`config.mk`:
```
export PLATFORM = sky130hd
export DESIGN_NAME = ram_arbiter
export DESIGN_NICKNAME = d
export VERILOG_FILES = /design/src/design/cache_pkg.sv /design/src/design/ram_arbiter.sv
export SDC_FILE = /design/constraint.sdc
export NUM_CORES = 1
export LEC_CHECK = 0
export BUFFER_PORTS_ARGS = -buffer_cell sky130_fd_sc_hd__buf_2
export CORE_AREA = 5 5 111 113
export CTS_BUF_LIST = sky130_fd_sc_hd__clkbuf_4 sky130_fd_sc_hd__clkbuf_8
export DETAILED_ROUTE_END_ITERATION = 8
export DIE_AREA = 0 0 116 118
export PLACE_DENSITY = 0.48
export RECOVER_POWER = 100
export SLEW_MARGIN = 30
export SYNTH_ARGS = -nofsm -noshare
export SYNTH_HDL_FRONTEND = slang
export SYNTH_SLANG_ARGS = --single-unit
```
`constraint.sdc`:
```
create_clock -name CLK -period 2 [get_ports CLK]
set_clock_uncertainty 0.15 [all_clocks]
set_input_delay 0.1 -clock CLK [delete_from_list [all_inputs] [get_ports CLK]]
set_output_delay 0.1 -clock CLK [all_outputs]
set_load 0.02 [all_outputs]
```
`src/design/cache_pkg.sv`:
```
package cache_pkg;

    // cache geometry.
    localparam int NUM_BANKS         = 2;
    localparam int BANKS_LEN         = 1;
    localparam int NUM_WAYS          = 2;
    localparam int WAYS_LEN          = 1;
    localparam int NUM_SETS_PER_BANK = 4;
    localparam int SET_LEN           = 2;
    localparam int BLOCK_SIZE        = 4;
    localparam int BLOCK_OFF_LEN     = 2;
    localparam int INDEX_LEN         = 3;
    localparam int TAG_LEN           = 25;
    localparam int UUID_LEN          = 4;
    localparam int WORD_LEN          = 32;
    localparam int AGE_LEN           = 4;

    // low index bit picks the bank.
    typedef struct packed {
        logic [TAG_LEN-1:0]       tag;
        logic [INDEX_LEN-1:0]     index;
        logic [BLOCK_OFF_LEN-1:0] block_offset;
        logic [1:0]               byte_offset;
    } cache_addr;

    typedef struct packed {
        logic                rw_mode;
        cache_addr           addr;
        logic [WORD_LEN-1:0] store_value;
        logic [UUID_LEN-1:0] uuid;
    } mem_instr;

    typedef struct packed {
        logic                  valid;
        cache_addr             block_addr;
        logic [BLOCK_SIZE-1:0] write_status;
        logic [WORD_LEN-1:0]   store_value;
        logic [UUID_LEN-1:0]   uuid;
    } mshr_reg;

    typedef struct packed {
        logic                                valid;
        logic                                dirty;
        logic [TAG_LEN-1:0]                  tag;
        logic [BLOCK_SIZE-1:0][WORD_LEN-1:0] block;
    } cache_frame;

    typedef struct packed {
        logic [NUM_WAYS-1:0][AGE_LEN-1:0] age;
        logic [WAYS_LEN-1:0]              lru_way;
    } lru_frame;

    typedef struct packed {
        logic [UUID_LEN-1:0] uuid;
        logic [WORD_LEN-1:0] data;
    } resp_entry;

endpackage

```
`src/design/ram_arbiter.sv`:
```
`timescale 1ns/100ps

module ram_arbiter (
    input  logic CLK,
    input  logic nRST,
    input  logic [cache_pkg::NUM_BANKS-1:0] ren,
    input  logic [cache_pkg::NUM_BANKS-1:0] wen,
    input  logic [cache_pkg::NUM_BANKS-1:0][31:0] addr,
    input  logic [cache_pkg::NUM_BANKS-1:0][cache_pkg::WORD_LEN-1:0] store,
    input  logic ram_complete,
    input  logic [cache_pkg::WORD_LEN-1:0] ram_data,
    output logic [cache_pkg::NUM_BANKS-1:0] complete,
    output logic [cache_pkg::NUM_BANKS-1:0][cache_pkg::WORD_LEN-1:0] data,
    output logic ram_ren,
    output logic ram_wen,
    output logic [31:0] ram_addr,
    output logic [cache_pkg::WORD_LEN-1:0] ram_store
);

    logic [cache_pkg::BANKS_LEN-1:0] owner, next_owner;
    logic [cache_pkg::NUM_BANKS-1:0] req;

    assign req       = ren | wen;
    assign ram_ren   = ren[owner];
    assign ram_wen   = wen[owner];
    assign ram_addr  = addr[owner];
    assign ram_store = store[owner];

    always_comb begin
        for (int b = 0; b < cache_pkg::NUM_BANKS; b++) begin
            complete[b] = ram_complete && (owner == cache_pkg::BANKS_LEN'(b));
            data[b]     = ram_data;
        end
    end

    // hand over after a complete, or when the owner has gone idle.
    always_comb begin
        next_owner = owner;
        if (ram_complete || !req[owner]) begin
            for (int i = cache_pkg::NUM_BANKS - 1; i >= 1; i--) begin
                if (req[cache_pkg::BANKS_LEN'(owner + i)]) begin
                    next_owner = cache_pkg::BANKS_LEN'(owner + i);
                end
            end
        end
    end

    always_ff @(posedge CLK, negedge nRST) begin
        if (!nRST) begin
            owner <= '0;
        end else begin
            owner <= next_owner;
        end
    end

endmodule

```
==> impl_metrics.ini <==
[outcome]
status = complete, no violations

[setup_path]
critPathTopFamily = flip-flops
crit_buf_inv = 2
crit_slowest_cell = dfrtp_2
worstSetupStartpoint = owner$_DFFE_PN0P_
crit_chain = buf_12 > mux2_2 > clkbuf_1
max_stage_delay_ns = 0.55
cp-end-kind = output port
crit_fanout = 28
arrival_ns = 1.35
crit_required_ns = 1.75
critPathKind = flop to output port
critPathLaunchType = flop
r2r-start = owner$_DFFE_PN0P_

[routing]
wl_met1_um = 1895
first_iter_violations = 13
dr_wl_met2_um = 2794
drcViolationCount = 0
drt-wirelength-per-cell_um = 13.18
dr_wl_met3_um = 846
first_pass_iters = 2
dr_total_vias = 1490
routed_via_density = 3.531
ant_nets = 0
wl_um = 5564
top_layer = met4

[place]
gp_congestion = 0.7317
hpwl_um = 5074
dpl.cell_count = 421
placed_cell_area_sq_mm = 0.002071
port_buffers = 202

[logic_synthesis]
synth_cell_types = 10
synth-seq-cells = 1
ys_seq_area_share_pct = 1.815
syn-num-nets = 313
avgSynthCellArea_sq_um = 9.444
synth_area_sq_mm = 0.001379
syn_inst = 146
ys_warn_count = 0

[die]
dieArea_sq_mm = 0.01369
core-area_sq_mm = 0.01122
fp.dieW_um = 116
io_pins = 299
initial_core_util_pct = 12.29
num_rows = 39
die_y_um = 118

[cells_and_area]
largest_register_ffs = 1
antennaDiodeCount = 0
post-route-cell-area_sq_mm = 0.001998
final_cell_mix = 136 x buf_2, 66 x clkbuf_1, 58 x mux2_2, 8 x mux2_4, 3 x nor2_1
nets = 448
nFillCells = 1288
layout-drive-gt1-share_pct = 73.48
areaGrowthSynthToFinish_pct = 44.92
seq_area_sq_um = 26.28
final_common_cell = buf_2
largest_register = owner
instances_no_fill = 422
top_regs = owner x1
multi_input_area_sq_um = 814.5

[timing]
final-hold-violation-count = 0
relSlewSlack_pct = 77.91
min_period_over_period_pct = 80.23
setup_viol = 0
drv_slew = 0
worst_slew_pin_slew_ns = 0.3313
tns_ns = 0
rsz0062_at_grt = no
hold_slack_ns = 0.05001
finalCriticalPeriod_ns = 1.605
clock.fmax_mhz = 623.2

[power_and_ir_drop]
p_leak_nw = 0.9561
powerDensity_mw_per_mm2 = 467.3
ir_worst_vdd_mv = 0.1940
power.total_mw = 0.9337

[clocking]
clock_latency_ns = 0
clk_pin_slew_worst_paths_ns = 0
post_cts_resized = 0

[flow_run]
max_cap_viol_count = 0

[global_route]
grtUsageTotal_pct = 6.472
grt_overflow = 0
antenna_found_initial = 0
grt_max_degree = 31
grt_pass1_vias = 1485
grt_pass1_wl_um = 7410

[worst_hold_path]
hp-class = primary input to output port
hold_path.startpoint = ram_data[14]
## logic make-up (layout without fill, tap and decap cells)
group,after synthesis,count (layout),share of synthesized area [%]
flops,1,1,1.815
simple gates,5,5,1.725
compound gates,2,2,1.271
buf+inv,72,205,39.11
mux,66,66,56.08
## timing repair
item                                   CTS  global route
setup buffers                            0             0
setup endpoints to repair                0             0
endpoints found under the hold margin    1             0
hold buffers                             1             0
## per-layer routing
| layer | vias to the layer above | global-route usage (%) |
|---|---|---|
| met2 | 120 | 12.95 |
| met4 | 0 | 0.4351 |
| met3 | 5 | 1.645 |
| li1 | 706 | - |
| met1 | 659 | 6.888 |
| met5 | - | 0 |
## power by group
part / switching, mW / internal (mW) / leakage [nW] / total, mW
combinational: 0.482 / 0.408 / 0.945 / 0.891
clock: 0 / 0 / 0 / 0
sequential: 0.0186 / 0.0245 / 0.0107 / 0.0432
## worst register-to-register path: cells and delay by family (launching register included)
kind | cells | cell delay [ns]
flops | 1 | 0.55
simple gates | 2 | 0.31
buf+inv | 1 | 0.24
compound gates | 1 | 0.20
## synth_stat cells, drive strengths merged
cell type / n / share of area (%)
nor2: 3 / 0.82
dfrtp: 1 / 1.8
o22a: 2 / 1.3
mux2: 66 / 56
buf: 72 / 39
and2: 1 / 0.45
nor2b: 1 / 0.45
## path summary, 6_finish.rpt
kind / end / slack [ns] / cells after the start
min: data[14] / 0.05 / 0
min reg2reg: owner$_DFFE_PN0P_ / 0.89 / 2
max: ram_addr[12] / 0.40 / 3
min in group asynchronous: owner$_DFFE_PN0P_ / 0.27 / 2
max in group asynchronous: owner$_DFFE_PN0P_ / 1.32 / 2
max reg2reg: owner$_DFFE_PN0P_ / 0.42 / 4
## layout make-up
type                       instances  area share (%)
tap                              143           8.954
sequential                         1           1.315
multi-input combinational         73           40.76
timing repair buffer             205           48.97
## stage by stage
stage	util, %	setup slack (ns)
5_1_grt	17.80	0.3503
3_3_place_gp	18.45	0.4169
6_report	17.80	0.3954
2_1_floorplan	-	0.6798
4_1_cts	18.54	0.4063
3_5_place_dp	18.45	0.4089
Note: power is estimated with default switching activity, not from simulation.
