===== src/design/cache_pkg.sv =====
package cache_pkg;

    // cache geometry.
    localparam int NUM_BANKS         = 2;
    localparam int BANKS_LEN         = 1;
    localparam int NUM_WAYS          = 2;
    localparam int WAYS_LEN          = 1;
    localparam int NUM_SETS_PER_BANK = 4;
    localparam int SET_LEN           = 2;
    localparam int BLOCK_SIZE        = 4;
    localparam int BLOCK_OFF_LEN     = 2;
    localparam int INDEX_LEN         = 3;
    localparam int TAG_LEN           = 25;
    localparam int UUID_LEN          = 4;
    localparam int WORD_LEN          = 32;
    localparam int AGE_LEN           = 4;

    // low index bit picks the bank.
    typedef struct packed {
        logic [TAG_LEN-1:0]       tag;
        logic [INDEX_LEN-1:0]     index;
        logic [BLOCK_OFF_LEN-1:0] block_offset;
        logic [1:0]               byte_offset;
    } cache_addr;

    typedef struct packed {
        logic                rw_mode;
        cache_addr           addr;
        logic [WORD_LEN-1:0] store_value;
        logic [UUID_LEN-1:0] uuid;
    } mem_instr;

    typedef struct packed {
        logic                  valid;
        cache_addr             block_addr;
        logic [BLOCK_SIZE-1:0] write_status;
        logic [WORD_LEN-1:0]   store_value;
        logic [UUID_LEN-1:0]   uuid;
    } mshr_reg;

    typedef struct packed {
        logic                                valid;
        logic                                dirty;
        logic [TAG_LEN-1:0]                  tag;
        logic [BLOCK_SIZE-1:0][WORD_LEN-1:0] block;
    } cache_frame;

    typedef struct packed {
        logic [NUM_WAYS-1:0][AGE_LEN-1:0] age;
        logic [WAYS_LEN-1:0]              lru_way;
    } lru_frame;

    typedef struct packed {
        logic [UUID_LEN-1:0] uuid;
        logic [WORD_LEN-1:0] data;
    } resp_entry;

endpackage


===== src/design/request_dispatch.sv =====
`timescale 1ns/100ps

module request_dispatch (
    input  logic CLK,
    input  logic nRST,
    input  logic req_valid,
    input  logic req_write,
    input  logic [31:0] req_addr,
    input  logic [cache_pkg::WORD_LEN-1:0] req_data,
    input  logic [cache_pkg::UUID_LEN-1:0] req_uuid,
    input  logic [cache_pkg::NUM_BANKS-1:0] bank_hit,
    input  logic [cache_pkg::NUM_BANKS-1:0][cache_pkg::WORD_LEN-1:0] bank_hit_data,
    input  logic [cache_pkg::NUM_BANKS-1:0] bank_busy,
    input  logic [cache_pkg::NUM_BANKS-1:0] mshr_valid,
    input  logic nearly_full,
    output logic req_ready,
    output cache_pkg::mem_instr instr,
    output logic [cache_pkg::NUM_BANKS-1:0] instr_valid,
    output logic [cache_pkg::NUM_BANKS-1:0] allocate,
    output logic hit_push,
    output cache_pkg::resp_entry hit_resp
);

    logic [cache_pkg::BANKS_LEN-1:0] sel;
    logic accept;

    assign instr.rw_mode     = req_write;
    assign instr.addr        = cache_pkg::cache_addr'(req_addr);
    assign instr.store_value = req_data;
    assign instr.uuid        = req_uuid;

    assign sel = instr.addr.index[cache_pkg::BANKS_LEN-1:0];

    // a miss needs a free MSHR, a hit does not.
    assign req_ready = !nearly_full && !bank_busy[sel] && (bank_hit[sel] || !mshr_valid[sel]);
    assign accept    = req_valid && req_ready;

    always_comb begin
        for (int b = 0; b < cache_pkg::NUM_BANKS; b++) begin
            instr_valid[b] = accept && (sel == cache_pkg::BANKS_LEN'(b));
            allocate[b]    = instr_valid[b] && !bank_hit[b];
        end
    end

    always_ff @(posedge CLK, negedge nRST) begin
        if (!nRST) begin
            hit_push <= 1'b0;
        end else begin
            hit_push <= accept && bank_hit[sel];
        end
    end

    // stores answer with the value written.
    always_ff @(posedge CLK) begin
        if (accept) begin
            hit_resp.uuid <= req_uuid;
            hit_resp.data <= req_write ? req_data : bank_hit_data[sel];
        end
    end

endmodule


===== config.mk =====
export PLATFORM = sky130hd
export DESIGN_NAME = request_dispatch
export DESIGN_NICKNAME = d
export VERILOG_FILES = /design/src/design/cache_pkg.sv /design/src/design/request_dispatch.sv
export SDC_FILE = /design/constraint.sdc
export NUM_CORES = 1
export LEC_CHECK = 0
export BUFFER_PORTS_ARGS = -buffer_cell sky130_fd_sc_hd__buf_2
export CAP_MARGIN = 25
export CORE_AREA = 2 2 99 101
export DETAILED_ROUTE_END_ITERATION = 7
export DIE_AREA = 0 0 101 103
export PLACE_DENSITY_LB_ADDON = 0.25
export SYNTH_ARGS = -nofsm -noshare
export SYNTH_HDL_FRONTEND = slang
export SYNTH_SLANG_ARGS = --single-unit

===== constraint.sdc =====
create_clock -name CLK -period 1.76 [get_ports CLK]
set_input_delay 0.176 -clock CLK [delete_from_list [all_inputs] [get_ports CLK]]
set_output_delay 0.176 -clock CLK [all_outputs]
set_load 0.01 [all_outputs]

==> flow_summary.ini <==
[critical_path]
cp_max_fo = 6
max_stage_delay_ns = 0.36
required_ns = 1.58
crit_path_start = req_addr[4]
crit_arrival_ns = 1.44
cpMaxStageDelayCell = a2111o_4
start_kind = input port
cp_common_cell = buf_2
worstSetupPathType = in2out
crit_end = allocate[1]
worstPathCellList = buf_2 -> mux2_4 -> a2111o_4 -> buf_4 -> nor4_2 -> buf_2
end_kind = primary output

[synth]
syn_avg_cell_area_um2 = 10.6
yosys.area.top_type = edfxtp_1
syn-cell-area_um2 = 2410
synth_nets = 370
synthCells = 227
yosys_warnings = 0
ys_types = 16
ys_seq_area_share_pct = 46.0
synthDominantCellAreaShare_pct = 44.9
synth_seq_cells = 37
synth_area_leaders = edfxtp_1, buf_4, mux2i_1

[global_route]
track_usage_pct = 11.7
antenna_found_initial = 0
grt_pass1_wl_mm = 9.03
grt_start_max_net_pins = 44
grt_pass1_vias = 1761
grt-ovfl-total = 0

[clocking]
clockBufferDepth = 2
root_buffer = clkbuf_8
clock-sinks = 37
cts_buffers = 5
cts_resized = 0
htreeDepth = 2
tritoncts = built
clk_transition_reported_paths_ns = 0.07

[place]
gp_congestion = 0.742
placed_cell_area_um2 = 3010
dpl.hpwl_mm = 5.63
io_buffers = 191
placed_cells = 458

[routing]
finalWirelength_mm = 6.80
routed_via_density = 4.15
wl_per_cell_um = 14.6
num_vias = 1937
first_pass_iters = 4
antenna_left = 0
drtIter0Drc = 24
route.detailed.drc = 0

[floorplanning]
dieArea_um2 = 10400
rows = 36
fp.dieH_um = 103
start_util_pct = 25.4
io_pins = 254
core_area_um2 = 9460
die_width_um = 101

[sta]
final.period_utilization_pct = 92.0
hold_violations = 0
rsz0062_at_grt = false
fin_crit_ns = 1.62
fin_hold_ws_ns = 0.0810
finalSetupViolations = 0
timing.fmax_mhz = 617
slew_headroom_pct = 73.6
slew_viol_final = 0
tightestPinTransition_ns = 0.395

[pwr]
irDropWorstVdd_uv = 354
p_leak_uw = 0.00155
power.density_nw_per_um2 = 711
finalPower_uw = 2230

[hold_path]
min_path_type = in2reg

[final_layout]
antenna_cells = 0
nets = 495
final_cells = 467
areaGrowthSynthToFinish_pct = 30.3
drive_gt1_share_pct = 60.3
fin_area_um2 = 3130

[status]
status = finished clean

[flow_run]
cap_violations = 0
-- flip-flops by register name, indices dropped and copies added, names as in the netlist --
signal,count
hit_push,1
hit_resp,36
-- cells in the mapped netlist (all sizes together) --
master	instances
buf	73
edfxtp	36
mux2i	33
nand2	32
o21ai	32
clkbuf	7
inv	3
nor3	3
nor2	2
nor4	2
a2111o	1
and3b	1
dfrtp	1
mux2	1
-- routing by layer --
| metal | GRT usage [%] | vias to the layer above | wire, um |
|---|---|---|---|
| li1 | - | 965 | - |
| met1 | 12.0 | 826 | 2480 |
| met2 | 20.6 | 114 | 3370 |
| met3 | 4.47 | 32 | 721 |
| met4 | 6.24 | 0 | 232 |
| met5 | 0 | - | 0 |
-- power by group --
| part | switching [uW] | leakage, uW | internal (uW) |
|---|---|---|---|
| clock network | 311 | 0.0000518 | 417 |
| logic | 238 | 0.00116 | 227 |
| registers | 10.1 | 0.000335 | 1030 |
| total | 560 | 0.00155 | 1670 |
-- how the worst min path moves through the flow --
| stage | from | end | depth (start not counted) |
|---|---|---|---|
| floorplan | nRST | hit_push$_DFF_PN0_ | 0 |
| global placement | nRST | hit_push$_DFF_PN0_ | 1 |
| detailed placement | nRST | hit_push$_DFF_PN0_ | 1 |
| CTS | req_uuid[3] | hit_resp[35]$_DFFE_PN_ | 1 |
| global route | req_uuid[0] | hit_resp[32]$_DFFE_PN_ | 1 |
| finish | req_uuid[0] | hit_resp[32]$_DFFE_PN_ | 1 |
-- metrics by stage --
| step | utilization (%) | setup TNS, ns | setup WS [ns] |
|---|---|---|---|
| floorplan | - | -3.32 | -0.0923 |
| global placement | 31.9 | 0 | 0.0918 |
| detailed placement | 31.9 | 0 | 0.0790 |
| CTS | 33.1 | 0 | 0.126 |
| global route | 33.1 | 0 | 0.0482 |
| finish | 33.1 | 0 | 0.140 |
-- critical path, delay by kind of cell --
| family | cells | cell delay (ns) |
|---|---|---|
| buffers and inverters | 3 | 0.47 |
| AOI/OAI and AO/OA | 1 | 0.36 |
| muxes | 1 | 0.31 |
| and+or+nand+nor | 1 | 0.12 |
-- cells by family after synthesis --
family | count (synthesis) | share of synthesized area, %
AOI/OAI and AO/OA | 33 | 7.54
buffers and inverters | 83 | 24.2
DFF | 37 | 46.0
muxes | 34 | 14.4
and+or+nand+nor | 40 | 7.96
-- what timing repair did --
item	in CTS	in global routing
setup buffers	0	0
hold endpoints to repair	1	0
hold buffers	1	0
-- area by class of cell --
| type | count | area, um^2 |
|---|---|---|
| well taps | 114 | 143 |
| flip-flops and latches | 37 | 1110 |
| fillers | 1000 | 6320 |
| inverters | 3 | 11.3 |
| repair buffers | 198 | 1040 |
| multi-input cells | 107 | 728 |
| clock buffers | 5 | 68.8 |
| clock inverters | 3 | 41.3 |
-- placed cells by master (no fill, tap or decap), types with 2 or more instances in the layout --
cell type and count:
inv_1 3, o21ai_0 32, edfxtp_1 36, buf_4 4, nor4_2 2, mux2i_1 33, nand2_1 32, nor3_2 3
buf_12 2, clkbuf_8 5, buf_2 191
No activity file was read; power rests on OpenSTA's default activity.
