$ cat src/design/cache_pkg.sv
package cache_pkg;

    // cache geometry.
    localparam int NUM_BANKS         = 2;
    localparam int BANKS_LEN         = 1;
    localparam int NUM_WAYS          = 2;
    localparam int WAYS_LEN          = 1;
    localparam int NUM_SETS_PER_BANK = 4;
    localparam int SET_LEN           = 2;
    localparam int BLOCK_SIZE        = 4;
    localparam int BLOCK_OFF_LEN     = 2;
    localparam int INDEX_LEN         = 3;
    localparam int TAG_LEN           = 25;
    localparam int UUID_LEN          = 4;
    localparam int WORD_LEN          = 32;
    localparam int AGE_LEN           = 4;

    // low index bit picks the bank.
    typedef struct packed {
        logic [TAG_LEN-1:0]       tag;
        logic [INDEX_LEN-1:0]     index;
        logic [BLOCK_OFF_LEN-1:0] block_offset;
        logic [1:0]               byte_offset;
    } cache_addr;

    typedef struct packed {
        logic                rw_mode;
        cache_addr           addr;
        logic [WORD_LEN-1:0] store_value;
        logic [UUID_LEN-1:0] uuid;
    } mem_instr;

    typedef struct packed {
        logic                  valid;
        cache_addr             block_addr;
        logic [BLOCK_SIZE-1:0] write_status;
        logic [WORD_LEN-1:0]   store_value;
        logic [UUID_LEN-1:0]   uuid;
    } mshr_reg;

    typedef struct packed {
        logic                                valid;
        logic                                dirty;
        logic [TAG_LEN-1:0]                  tag;
        logic [BLOCK_SIZE-1:0][WORD_LEN-1:0] block;
    } cache_frame;

    typedef struct packed {
        logic [NUM_WAYS-1:0][AGE_LEN-1:0] age;
        logic [WAYS_LEN-1:0]              lru_way;
    } lru_frame;

    typedef struct packed {
        logic [UUID_LEN-1:0] uuid;
        logic [WORD_LEN-1:0] data;
    } resp_entry;

endpackage

$ cat src/design/mshr_file.sv
`timescale 1ns/100ps

module mshr_file (
    input  logic CLK,
    input  logic nRST,
    input  logic [cache_pkg::NUM_BANKS-1:0] allocate,
    input  cache_pkg::mem_instr instr,
    input  logic [cache_pkg::NUM_BANKS-1:0] fill_done,
    output cache_pkg::mshr_reg [cache_pkg::NUM_BANKS-1:0] mshr_entry
);

    logic [cache_pkg::NUM_BANKS-1:0] valid;
    cache_pkg::cache_addr [cache_pkg::NUM_BANKS-1:0] block_addr;
    logic [cache_pkg::NUM_BANKS-1:0][cache_pkg::BLOCK_SIZE-1:0] write_status;
    logic [cache_pkg::NUM_BANKS-1:0][cache_pkg::WORD_LEN-1:0] store_value;
    logic [cache_pkg::NUM_BANKS-1:0][cache_pkg::UUID_LEN-1:0] uuid;

    always_ff @(posedge CLK, negedge nRST) begin
        if (!nRST) begin
            valid <= '0;
        end else begin
            for (int b = 0; b < cache_pkg::NUM_BANKS; b++) begin
                if (allocate[b]) begin
                    valid[b] <= 1'b1;
                end else if (fill_done[b]) begin
                    valid[b] <= 1'b0;
                end
            end
        end
    end

    // block_offset is kept, it picks the word returned on fill.
    always_ff @(posedge CLK) begin
        for (int b = 0; b < cache_pkg::NUM_BANKS; b++) begin
            if (allocate[b]) begin
                block_addr[b]  <= instr.addr;
                store_value[b] <= instr.store_value;
                uuid[b]        <= instr.uuid;
                if (instr.rw_mode) begin
                    write_status[b] <= cache_pkg::BLOCK_SIZE'(1) << instr.addr.block_offset;
                end else begin
                    write_status[b] <= '0;
                end
            end
        end
    end

    always_comb begin
        for (int b = 0; b < cache_pkg::NUM_BANKS; b++) begin
            mshr_entry[b].valid        = valid[b];
            mshr_entry[b].block_addr   = block_addr[b];
            mshr_entry[b].write_status = write_status[b];
            mshr_entry[b].store_value  = store_value[b];
            mshr_entry[b].uuid         = uuid[b];
        end
    end

endmodule

$ cat config.mk
export PLATFORM = sky130hd
export DESIGN_NAME = mshr_file
export DESIGN_NICKNAME = d
export VERILOG_FILES = /design/src/design/cache_pkg.sv /design/src/design/mshr_file.sv
export SDC_FILE = /design/constraint.sdc
export NUM_CORES = 1
export LEC_CHECK = 0
export ABC_AREA = 0
export BUFFER_PORTS_ARGS = -buffer_cell sky130_fd_sc_hd__buf_2
export CORE_MARGIN = 2
export CORE_UTILIZATION = 30
export CTS_CLUSTER_SIZE = 25
export DETAILED_ROUTE_END_ITERATION = 8
export PLACE_DENSITY = 0.52
export SYNTH_ARGS = -nofsm -noshare
export SYNTH_HDL_FRONTEND = slang
export SYNTH_SLANG_ARGS = --single-unit
$ cat constraint.sdc
create_clock -name CLK -period 0.8 [get_ports CLK]
set_clock_uncertainty 0.05 [all_clocks]
set_input_delay 0.16 -clock CLK [delete_from_list [all_inputs] [get_ports CLK]]
set_output_delay 0.16 -clock CLK [all_outputs]
set_load 0.02 [all_outputs]
==> impl_metrics.toml <==
[placed_design]
pre_cts_ws_ps = -112.6
dpl.cell_count = 563
post_dp_hpwl_mm = 6.355
number_of_buffers_inserted_by_port_buffering = 220
detailed_place.area_sq_um = 5848
finalWeightedCongestion = 0.6761

[power_and_ir_drop]
max-vdd-ir-drop_v = 0.001241
power.static_leakage_nw = 3.164
ratio_of_total_power_to_cell_area_nw_per_um2 = 2591

[yosys]
synthesis.area_sq_um = 4432
post_synth_and_or_nand_nor_area_fraction = 0.007905
largest_family_of_logic_cells_by_synthesized_area = "simple AND/OR/NAND/NOR gates"
synth_warnings = 0
syn_nets = 230
synth_mux_area_frac = 0
synth-xor-area-share = 0
synth_cell_type_count = 9
synth_sequential_area_ratio = 0.9870
synthAdderAreaFrac = 0
cells_after_synthesis = 155
synth-compound-area-share = 0.003388
total_of_flip_flops_plus_latches_after_synthesis = 146
post_synth.cell_area_avg_sq_um = 28.59

[drt]
antenna_violating_nets_post_route = 0
routedWlPerCell_um = 14.98
vias_per_cell = 4.114
finalWirelength_mm = 9.976
drt_iter0_markers = 212
vias = 2740
firstDrtPassIters = 4
detail_route.drc_violations = 0

[cells_and_area]
finish.cell_count_without_fillers = 666
nNetsFinal = 545
multi_input_area_sq_um = 50.05
layout_cells_sized_above_1 = 0.5187
design_area_sq_um = 7766
area.sequential_sq_um = 4374
insertedDiodeCount = 0
growth_of_design_area_from_synthesis_to_finish_pct = 75.24
filler_cell_count = 1163

[sta]
rsz0062_at_grt = "true"
timing.slew.headroom = 0.8484
worstMarginPinSlew_ps = 227.4
tns_ps = -49710
drv_slew = 0
setup_viol_count_final = 146
finalHoldViolCount = 0
layout_setup_ws_ps = -382.9
timing.final.crit_period_ps = 1183
final_cycle_utilization_of_the_critical_path = 1.479
fmax_mhz = 845.4

[setup_path]
cells_traversed_along_the_worst_timing_path = "buf_6"
worstSetupStartpoint = "mshr_entry[66]$_DFFE_PP_"
r2r_setup_slack_ps = 70
timing.critical_path.arrival_ps = 970
worst-setup-path-type = "register to output pin"
worst_path_largest_cell_delay_ps = 410
critPathTopFamily = "flip-flops"
critical_path.endpoint_type = "output pin"
timing.rr.start = "valid[1]$_DFFE_PN0P_"
timing.critical_path.depth = 1
slowest_stage = "edfxtp_1"
endpoint = "mshr_entry[66]"
worstSetupStartpointType = "register"
cp_num_buf_inv = 1
reg2reg_to = "valid[1]$_DFFE_PN0P_"
ff2ff_path_depth = 1
crit_path_max_fanout = 1
required_ps = 590

[clock_tree]
tritoncts_buffer_count = 17
tritoncts = "done"
post_cts.repair.setup_buffers = 0
clk-insertion-delay-late_ps = 410
clk_transition_reported_paths_ps = 60
cts.htree.levels = 4
clock_path_buffers = 2
cts_sinks = 146
cts-root-buf = "clkbuf_16"

[die]
number_of_ports_placed_on_the_die_boundary = 221
core-area_sq_um = 14480
die_area_sq_um = 15760
die_height_um = 125.5
core.rowCount = 44
start_util = 0.3061
die_w_um = 125.5

[min_path]
hold_path.class = "primary input to register"

[outcome]
violated_checks = "negative setup slack"
run_status = "complete, but fails checks"

[grt]
gr-usage-all-layers = 0.1242
antenna_found_initial = 0
first_pass_grt_wire_length_mm = 14.73
remaining_overflow_grt = 0
grt_max_degree = 38
via_count_of_the_first_global_routing_pass = 2908

[job]
max_cap_viol_count = 0
## layout by cell type (no fill, tap or decap)
cell type	netlist	final
a21o_1	2	2
and3_1	1	1
and3b_1	1	1
buf_12	0	4
buf_2	0	126
buf_4	0	2
buf_6	0	92
bufinv_16	0	5
clkbuf_1	0	3
clkbuf_16	0	17
clkinv_1	0	3
clkinvlp_4	0	2
dfrtp_1	2	2
dlygate4sd3_1	0	72
edfxtp_1	144	144
inv_1	2	2
inv_6	0	1
nand2_1	1	1
nor2_1	1	1
nor3b_2	1	1
## what timing repair did
item / CTS / global route
hold endpoints to repair: 140 / 0
gates cloned: 0 / 0
resized for setup: 82 / 102
setup endpoints to repair: 146 / 146
hold buffers: 72 / 0
## state kept, by name, indices dropped and copies added (netlist names)
register / flops
valid: 2
mshr_entry: 144
## cell type report
class,count,area share
clock buffer,20,0.05623
clock inverter,11,0.02384
inverter,2,0.0009667
multi-input combinational,7,0.006444
sequential,146,0.5632
tap,184,0.02964
timing repair buffer,296,0.3196
## logic make-up after synthesis
| kind of cell | after synthesis |
|---|---|
| AND/OR/NAND/NOR | 5 |
| flip-flops | 146 |
| buffers and inverters | 2 |
| AO/OA/AOI/OAI | 2 |
## metrics by stage
step	util	power, mW	hold slack [ps]
3_3_place_gp	0.4039	11.18	-104.6
5_1_grt	0.5364	20.81	50.61
3_5_place_dp	0.4039	11.19	-100.9
4_1_cts	0.5143	20.01	39.54
6_report	0.5364	20.12	66.27
2_1_floorplan	-	10.20	-185.6
## how the worst min path moves through the flow
stage	end	cells past startpoint	slack [ps]	start
after detailed placement	valid[1]$_DFFE_PN0P_	1	-100	nRST
after CTS	mshr_entry[36]$_DFFE_PP_	2	40	instr[39]
after floorplan	valid[0]$_DFFE_PN0P_	0	-190	nRST
final	mshr_entry[36]$_DFFE_PP_	2	70	instr[39]
after global placement	valid[0]$_DFFE_PN0P_	1	-100	nRST
after global routing	mshr_entry[36]$_DFFE_PP_	2	50	instr[39]
## per-layer routing
metal | up-vias | wire (um) | global-route usage
li1 | 1268 | - | -
met1 | 1327 | 3809 | 0.1329
met2 | 139 | 5158 | 0.2089
met3 | 6 | 918 | 0.06504
met4 | 0 | 90 | 0.04706
met5 | - | 0 | 0
## synth_stat cells, drive strengths merged
master	n	area, sq um
edfxtp	144	4324
a21o	2	15.01
dfrtp	2	50.05
inv	2	7.510
and3	1	6.260
and3b	1	8.760
nand2	1	3.750
nor2	1	3.750
nor3b	1	12.51
## report_power, final
part / internal (mW) / switching (mW) / total [mW]
clock network: 5.49 / 2.82 / 8.31
logic: 1.20 / 1.28 / 2.49
registers: 9.09 / 0.237 / 9.33
Note: power is estimated with default switching activity, not from simulation.
