<file path="config.mk">
export PLATFORM = sky130hd
export DESIGN_NAME = response_queue
export DESIGN_NICKNAME = d
export VERILOG_FILES = /design/src/design/cache_pkg.sv /design/src/design/response_queue.sv
export SDC_FILE = /design/constraint.sdc
export NUM_CORES = 1
export LEC_CHECK = 0
export ABC_AREA = 0
export BUFFER_PORTS_ARGS = -buffer_cell sky130_fd_sc_hd__buf_2
export CAP_MARGIN = 20
export CORE_ASPECT_RATIO = 1.75
export CORE_MARGIN = 3
export CORE_UTILIZATION = 62
export CTS_CLUSTER_DIAMETER = 60
export DETAILED_ROUTE_END_ITERATION = 16
export PLACE_DENSITY_LB_ADDON = 0.2
export SLEW_MARGIN = 20
export SYNTH_ARGS = -nofsm -noshare
export SYNTH_HDL_FRONTEND = slang
export SYNTH_SLANG_ARGS = --single-unit
</file>
<file path="constraint.sdc">
create_clock -name CLK -period 6.9 [get_ports CLK]
set_input_delay 1.38 -clock CLK [delete_from_list [all_inputs] [get_ports CLK]]
set_output_delay 1.38 -clock CLK [all_outputs]
set_load 0.05 [all_outputs]
</file>
<file path="src/design/cache_pkg.sv">
package cache_pkg;

    // cache geometry.
    localparam int NUM_BANKS         = 2;
    localparam int BANKS_LEN         = 1;
    localparam int NUM_WAYS          = 2;
    localparam int WAYS_LEN          = 1;
    localparam int NUM_SETS_PER_BANK = 4;
    localparam int SET_LEN           = 2;
    localparam int BLOCK_SIZE        = 4;
    localparam int BLOCK_OFF_LEN     = 2;
    localparam int INDEX_LEN         = 3;
    localparam int TAG_LEN           = 25;
    localparam int UUID_LEN          = 4;
    localparam int WORD_LEN          = 32;
    localparam int AGE_LEN           = 4;

    // low index bit picks the bank.
    typedef struct packed {
        logic [TAG_LEN-1:0]       tag;
        logic [INDEX_LEN-1:0]     index;
        logic [BLOCK_OFF_LEN-1:0] block_offset;
        logic [1:0]               byte_offset;
    } cache_addr;

    typedef struct packed {
        logic                rw_mode;
        cache_addr           addr;
        logic [WORD_LEN-1:0] store_value;
        logic [UUID_LEN-1:0] uuid;
    } mem_instr;

    typedef struct packed {
        logic                  valid;
        cache_addr             block_addr;
        logic [BLOCK_SIZE-1:0] write_status;
        logic [WORD_LEN-1:0]   store_value;
        logic [UUID_LEN-1:0]   uuid;
    } mshr_reg;

    typedef struct packed {
        logic                                valid;
        logic                                dirty;
        logic [TAG_LEN-1:0]                  tag;
        logic [BLOCK_SIZE-1:0][WORD_LEN-1:0] block;
    } cache_frame;

    typedef struct packed {
        logic [NUM_WAYS-1:0][AGE_LEN-1:0] age;
        logic [WAYS_LEN-1:0]              lru_way;
    } lru_frame;

    typedef struct packed {
        logic [UUID_LEN-1:0] uuid;
        logic [WORD_LEN-1:0] data;
    } resp_entry;

endpackage

</file>
<file path="src/design/response_queue.sv">
`timescale 1ns/100ps

module response_queue #(
    parameter int DEPTH = 8
) (
    input  logic CLK,
    input  logic nRST,
    input  logic hit_push,
    input  cache_pkg::resp_entry hit_resp,
    input  logic [cache_pkg::NUM_BANKS-1:0] fill_push,
    input  cache_pkg::resp_entry [cache_pkg::NUM_BANKS-1:0] fill_resp,
    output logic nearly_full,
    output logic resp_valid,
    output logic [cache_pkg::UUID_LEN-1:0] resp_uuid,
    output logic [cache_pkg::WORD_LEN-1:0] resp_data
);

    localparam int PTR_LEN = $clog2(DEPTH);

    cache_pkg::resp_entry mem [DEPTH];
    cache_pkg::resp_entry first, head;
    logic [PTR_LEN-1:0] wr_ptr, rd_ptr;
    logic [PTR_LEN:0] count;
    logic [1:0] n_push;

    // hit goes first, then fills in bank order.
    always_comb begin
        n_push = {1'b0, hit_push};
        first  = hit_resp;
        for (int b = cache_pkg::NUM_BANKS - 1; b >= 0; b--) begin
            n_push = n_push + fill_push[b];
            if (fill_push[b] && !hit_push) first = fill_resp[b];
        end
    end

    // empty queue forwards the first push straight to the head.
    assign head        = (count == '0) ? first : mem[rd_ptr];
    assign resp_valid  = (count != '0) || (n_push != '0);
    assign resp_uuid   = head.uuid;
    assign resp_data   = head.data;
    assign nearly_full = count > (DEPTH - 3);

    always_ff @(posedge CLK) begin
        logic [PTR_LEN-1:0] slot;
        slot = wr_ptr;
        if (hit_push) begin
            mem[slot] <= hit_resp;
            slot = slot + 1'b1;
        end
        for (int b = 0; b < cache_pkg::NUM_BANKS; b++) begin
            if (fill_push[b]) begin
                mem[slot] <= fill_resp[b];
                slot = slot + 1'b1;
            end
        end
    end

    always_ff @(posedge CLK, negedge nRST) begin
        if (!nRST) begin
            wr_ptr <= '0;
            rd_ptr <= '0;
            count  <= '0;
        end else begin
            wr_ptr <= wr_ptr + PTR_LEN'(n_push);
            rd_ptr <= rd_ptr + resp_valid;
            count  <= count + n_push - resp_valid;
        end
    end

endmodule

</file>
==> impl_metrics.toml, run 1 <==
[critical_path]
rr_startpoint = "wr_ptr[0]$_DFF_PN0_"
crit_path_start = "hit_push"
r2r_cells = 10
r2r_end = "mem[0][17]$_DFFE_PP_"
critical_path.startpoint_type = "input port"
worst_setup_path_end_kind = "output port"
path_max_fanout = 22
r2r_setup_slack_ns = 2.47
arrival_ns = 3.69
critPathRequiredTime_ns = 5.52
worst-setup-path-type = "input port to output port"

[synth]
synth_cell_types = 47
ys_ff_latch = 298
yosysWarnings = 0
synth_edf_count = 288
synthArstFlopShare_pct = 3.36
synth_cells = 1355
avgSynthCellArea_um2 = 14.8
synth_nets = 1484
dominantRegCellSynth = "edfxtp_1"
synth_area_leaders = "edfxtp_1 (43%), mux2_2 (27%), mux4_2 (8.1%)"
yosysSeqAreaShare_pct = 44.2
netlist.top_cell.by_area = "edfxtp_1"
synth_top_area_share_pct = 43.0
syn_area_um2 = 20100

[finish]
finalNetCount = 1602
fillers = 2155
n_antenna_cell = 0
fin_area_um2 = 22200
area_delta_synth_final_pct = 10.4
final_cell_mix = "mux2_2 (475), edfxtp_1 (288), buf_2 (150), mux2i_1 (72), mux4_2 (72)"
postLayoutCoreUtil_pct = 70.0
layout_commonest_cell = "mux2_2"
drive_above_1_share_pct = 57.7

[sta]
setup-violations-final = 0
hold_violations = 0
worst_pin_slew_ns = 1.12
maxSlewViolCount = 0
final.min_clock_period_ns = 5.07
clock_skew_ns = 0.0173
max-slew-margin-rel_pct = 25.1
finalCritPeriodShare_pct = 73.4
fmax_mhz = 197
setup_tns_ns = 0
rsz0062_at_grt = "no"

[placement]
dp_hpwl_um = 32000
post_dp_cell_area_um2 = 21300
place_congestion = 0.838
portBuffers = 150

[min_path]
holdPathStages = 1
hold_path.class = "register to register"
worstHoldStart = "count[0]$_DFF_PN0_"
min_to = "count[0]$_DFF_PN0_"

[grt]
grt_pass1_vias = 13900
antenna_found_initial = 0
grt_max_degree = 74
grt_first_pass_wirelength_um = 82600
grt_usage_pct = 31.2
overflow = 0

[die]
io_pins = 151
design.core.area_um2 = 31700
die_w_um = 142
start_util_pct = 63.4
fp.dieArea_um2 = 34700
die_h_um = 244
rows = 86

[detailed_routing]
via_per_inst = 6.79
ant_nets = 0
drt_wl_total_um = 53800
avgRoutedWirePerCell_um = 28.5
drc = 0
first_pass_iters = 5
drt-initial-drc-count = 870
vias = 12800

[clock_tree]
postCtsHoldBufs = 0
clk-insertion-delay-late_ns = 0.57
cts_htree_levels = 1
cts_buffer_depth = 3
clk_pin_slew_ns = 0.06
post_cts_resized = 0
post_cts_buffers = 0
clock-sinks = 298
cts_tree = "yes"
ctsRootBufferMaster = "clkbuf_16"
numCtsBuffers = 28

[pwr]
ir_drop_mv = 0.399
p_leak_nw = 8.44
p_per_area_nw_per_um2 = 495

[run_status]
status = "complete, no violations"

[job]
drv_cap = 0
==> flip-flops by register name, summed over array words and instances, names as in the netlist <==
name    flops
wr_ptr      3
rd_ptr      3
count       4
mem       288
==> logic make-up (layout without fill, tap and decap cells) <==
family                     count (synthesis)  in the layout  synth area share [%]
xor gates and xnor gates                   9              9                 0.672
AOI/OAI and AO/OA                         96             96                  3.79
adders and majority gates                 16             16                  1.11
DFF                                      298            298                  44.2
buffers and inverters                    112            251                  2.64
muxes                                    721            721                  45.0
and+or+nand+nor                          103            103                  2.54
==> synth_stat cells, drive strengths merged (3+ instances only) <==
cell and number:
a21o 37, and3b 4, buf 61, clkbuf 34
dfrtp 10, edfxtp 288, fa 3, ha 13
inv 17, mux2 576, mux2i 73, mux4 72
nand2 45, nand3 5, nor2 36, nor2b 3
nor3b 4, o2111ai 4, o211ai 6, o21ai 36
o221ai 4, xnor3 3, xor2 4
==> per-stage QoR <==
stage                     setup WS (ns)  power, mW  hold slack, ns  std cells
after floorplan                   0.423       7.83           0.477       1355
after global placement             1.71       9.27           0.546       1839
after detailed placement           1.77       9.39           0.561       1839
after CTS                          1.82       11.0           0.576       1890
after global routing               1.75       11.4           0.597       1890
final                              1.83       11.0           0.574       1890
==> cell type report <==
class	instances	area (µm²)	area share (%)
timing repair buffer	183	1010	4.55
tap	396	495	2.23
clock inverter	20	198	0.890
clock buffer	31	733	3.30
inverter	17	63.8	0.287
multi-input combinational	945	10800	48.6
sequential	298	8910	40.1
==> power breakdown <==
part / total, mW / internal, mW / switching (mW) / leakage, nW
Sequential: 3.55 / 3.17 / 0.383 / 2.78
Clock: 1.61 / 0.911 / 0.702 / 0.461
Combinational: 5.82 / 2.35 / 3.47 / 5.20
Total: 11.0 / 6.43 / 4.55 / 8.44
==> metal layers <==
layer  track usage, %  up-vias  share of wire [%]
li1                 -     5585                  -
met1             35.7     6596                 36
met2             57.8      499                 55
met3             3.17      153                4.9
met4             13.9        0                4.6
met5                0        -                  0
==> worst max-delay path, stage by stage <==
cell	delay, ns
buf_2	0.26
nor2b_4	0.74
buf_4	0.50
mux2i_1	0.26
o21ai_0	0.10
a21o_1	0.20
buf_2	0.20
==> worst max path at each step <==
stage	slack [ns]	depth (start not counted)	endpoint
after floorplan	0.42	3	mem[0][0]$_DFFE_PP_
after global placement	1.71	7	resp_data[23]
after detailed placement	1.77	10	mem[0][30]$_DFFE_PP_
after CTS	1.82	7	resp_data[22]
after global routing	1.75	7	resp_data[22]
final	1.83	7	resp_data[22]
No activity file was read; power rests on OpenSTA's default activity.
==> inputs of run 2 (changes only) <==
Clock period 6.9 ns to 5.08 ns, I/O delays scaled along.
==> run 2 against run 1 <==
  * Design area is 0.61% higher
  * Sequential share of layout area fell by 0.24 points
  * Non-clock buffer count grew 19
  * Cell count up 1.1%
  * Combinational power grew 38%
  * Critical endpoint is now resp_data[23]
  * Largest cell class unchanged
==> impl_metrics.toml, run 2 (synthesis gave the netlist of run 1 again) <==
[run_status]
status = "complete, no violations"

[grt]
overflow = 0
use_met2_pct = 59.5
grt_pass1_vias = 14000
met1_usage_pct = 37.3
grt.met3_usage_pct = 2.66
busiest_layer = "met2"
antenna_found_initial = 0
grt_usage_pct = 32.2
grt_max_degree = 74
grt_first_pass_wirelength_um = 84400

[finish]
finalNetCount = 1621
final_cell_mix = "mux2_2 (475), edfxtp_1 (288), buf_2 (150), mux2i_1 (72), mux4_2 (72)"
reg.largest.list = "mem (288), count (4)"
largest_reg_flops = 288
n_antenna_cell = 0
area_delta_synth_final_pct = 11.0
fin_area_um2 = 22300
top_register = "mem"
drive_above_1_share_pct = 58.0
layout_commonest_cell = "mux2_2"
postLayoutCoreUtil_pct = 70.4
fillers = 2167
final_cell_count_no_fill = 1910

[placement]
place_congestion = 0.853
portBuffers = 150
dp_hpwl_um = 35300
post_dp_cell_area_um2 = 21500
dp_cells = 1858
dp_slack_ns = 0.799

[sta]
rsz0062_at_grt = "no"
final.min_clock_period_ns = 4.25
setup-violations-final = 0
max-slew-margin-rel_pct = 25.6
holdWs_ns = 0.305
clock_skew_ns = 0.0106
hold_violations = 0
finalCritPeriodShare_pct = 83.6
worst_pin_slew_ns = 1.11
fmax_mhz = 235
setup_tns_ns = 0
maxSlewViolCount = 0
finalWorstSetupSlack_ns = 0.833

[clock_tree]
clk-insertion-delay-late_ns = 0.56
cts_htree_levels = 1
post_cts_resized = 0
cts_buffer_depth = 3
clock-sinks = 298
ctsRootBufferMaster = "clkbuf_16"
post_cts_buffers = 0
cts_tree = "yes"
postCtsHoldBufs = 0
numCtsBuffers = 28
clk_pin_slew_ns = 0.07

[die]
fp.dieArea_um2 = 34700
design.core.area_um2 = 31700
die_h_um = 244
rows = 86
start_util_pct = 63.4
die_w_um = 142
io_pins = 151

[critical_path]
crit_top_cell = "buf_2"
worst_setup_path_end_kind = "output port"
critical_path.endpoint = "resp_data[23]"
rr_startpoint = "wr_ptr[1]$_DFF_PN0_"
arrival_ns = 3.23
r2r_cells = 9
critPathRequiredTime_ns = 4.06
crit_path_start = "fill_push[0]"
path_max_fanout = 38
r2r_end = "mem[3][1]$_DFFE_PP_"
crit_slowest_cell = "ha_2"
r2r_setup_slack_ns = 1.15
worst-setup-path-type = "input port to output port"
critical_path.max_stage_delay_ns = 0.69
critical_path.startpoint_type = "input port"
path_cells = "buf_2, ha_2, buf_4, nand2_1, o21ai_0, a21o_1, buf_2"

[detailed_routing]
vias = 13000
via_per_inst = 6.83
first_pass_iters = 5
ant_nets = 0
drt-initial-drc-count = 895
drc = 0
avgRoutedWirePerCell_um = 29.4
drt_wl_total_um = 56100

[job]
drv_cap = 0

[min_path]
hold_path.class = "input port to async pin"

[pwr]
p_leak_nw = 8.53
finalPower_mw = 15.0
ir_drop_mv = 0.410
p_per_area_nw_per_um2 = 670
-- run 2: cell types whose count changed in the layout (fill, tap and decap cells not counted), moves of 2 or more --
cell / previous run / this run
clkinv_4: 2 / 0
o311ai_4: 0 / 2
clkbuf_1: 2 / 7
buf_4: 32 / 48
buf_12: 1 / 4
bufinv_16: 4 / 2
o311ai_2: 2 / 0
-- run 2: area by class of cell --
class / count / area (µm²) / area share (%)
Clock inverter: 16 / 124 / 0.554
Sequential cell: 298 / 8910 / 39.9
Clock buffer: 36 / 752 / 3.37
Timing Repair Buffer: 202 / 1190 / 5.33
Multi-Input combinational cell: 945 / 10800 / 48.4
Inverter: 17 / 63.8 / 0.286
Tap cell: 396 / 495 / 2.22
-- run 2: metal layers --
metal	part of all wire, %	wire length [µm]	vias up
li1	-	-	5627
met1	36	20000	6694
met2	54	30500	539
met3	5.0	2820	185
met4	4.8	2710	0
met5	0	0	-
-- run 2: worst min path at each step --
| stage | startpoint | endpoint | slack, ns | depth (start not counted) |
|---|---|---|---|---|
| 2_1_floorplan | rd_ptr[1]$_DFF_PN0_ | rd_ptr[1]$_DFF_PN0_ | 0.48 | 1 |
| 3_3_place_gp | count[0]$_DFF_PN0_ | count[0]$_DFF_PN0_ | 0.55 | 1 |
| 3_5_place_dp | count[0]$_DFF_PN0_ | count[0]$_DFF_PN0_ | 0.56 | 1 |
| 4_1_cts | nRST | wr_ptr[0]$_DFF_PN0_ | 0.29 | 1 |
| 5_1_grt | nRST | wr_ptr[0]$_DFF_PN0_ | 0.31 | 1 |
| 6_report | nRST | wr_ptr[0]$_DFF_PN0_ | 0.31 | 1 |
-- run 2: critical path: cells and delay by family --
kind | cells | cell delay (ns)
adder cells (fa/ha/maj) | 1 | 0.69
buffers and inverters | 3 | 1.13
AO/OA/AOI/OAI | 2 | 0.22
AND/OR/NAND/NOR | 1 | 0.10
-- run 2: power by group --
| part | internal (mW) | switching (mW) |
|---|---|---|
| clock | 1.14 | 0.928 |
| sequential | 4.30 | 0.568 |
| combinational | 3.28 | 4.75 |
| total | 8.73 | 6.24 |
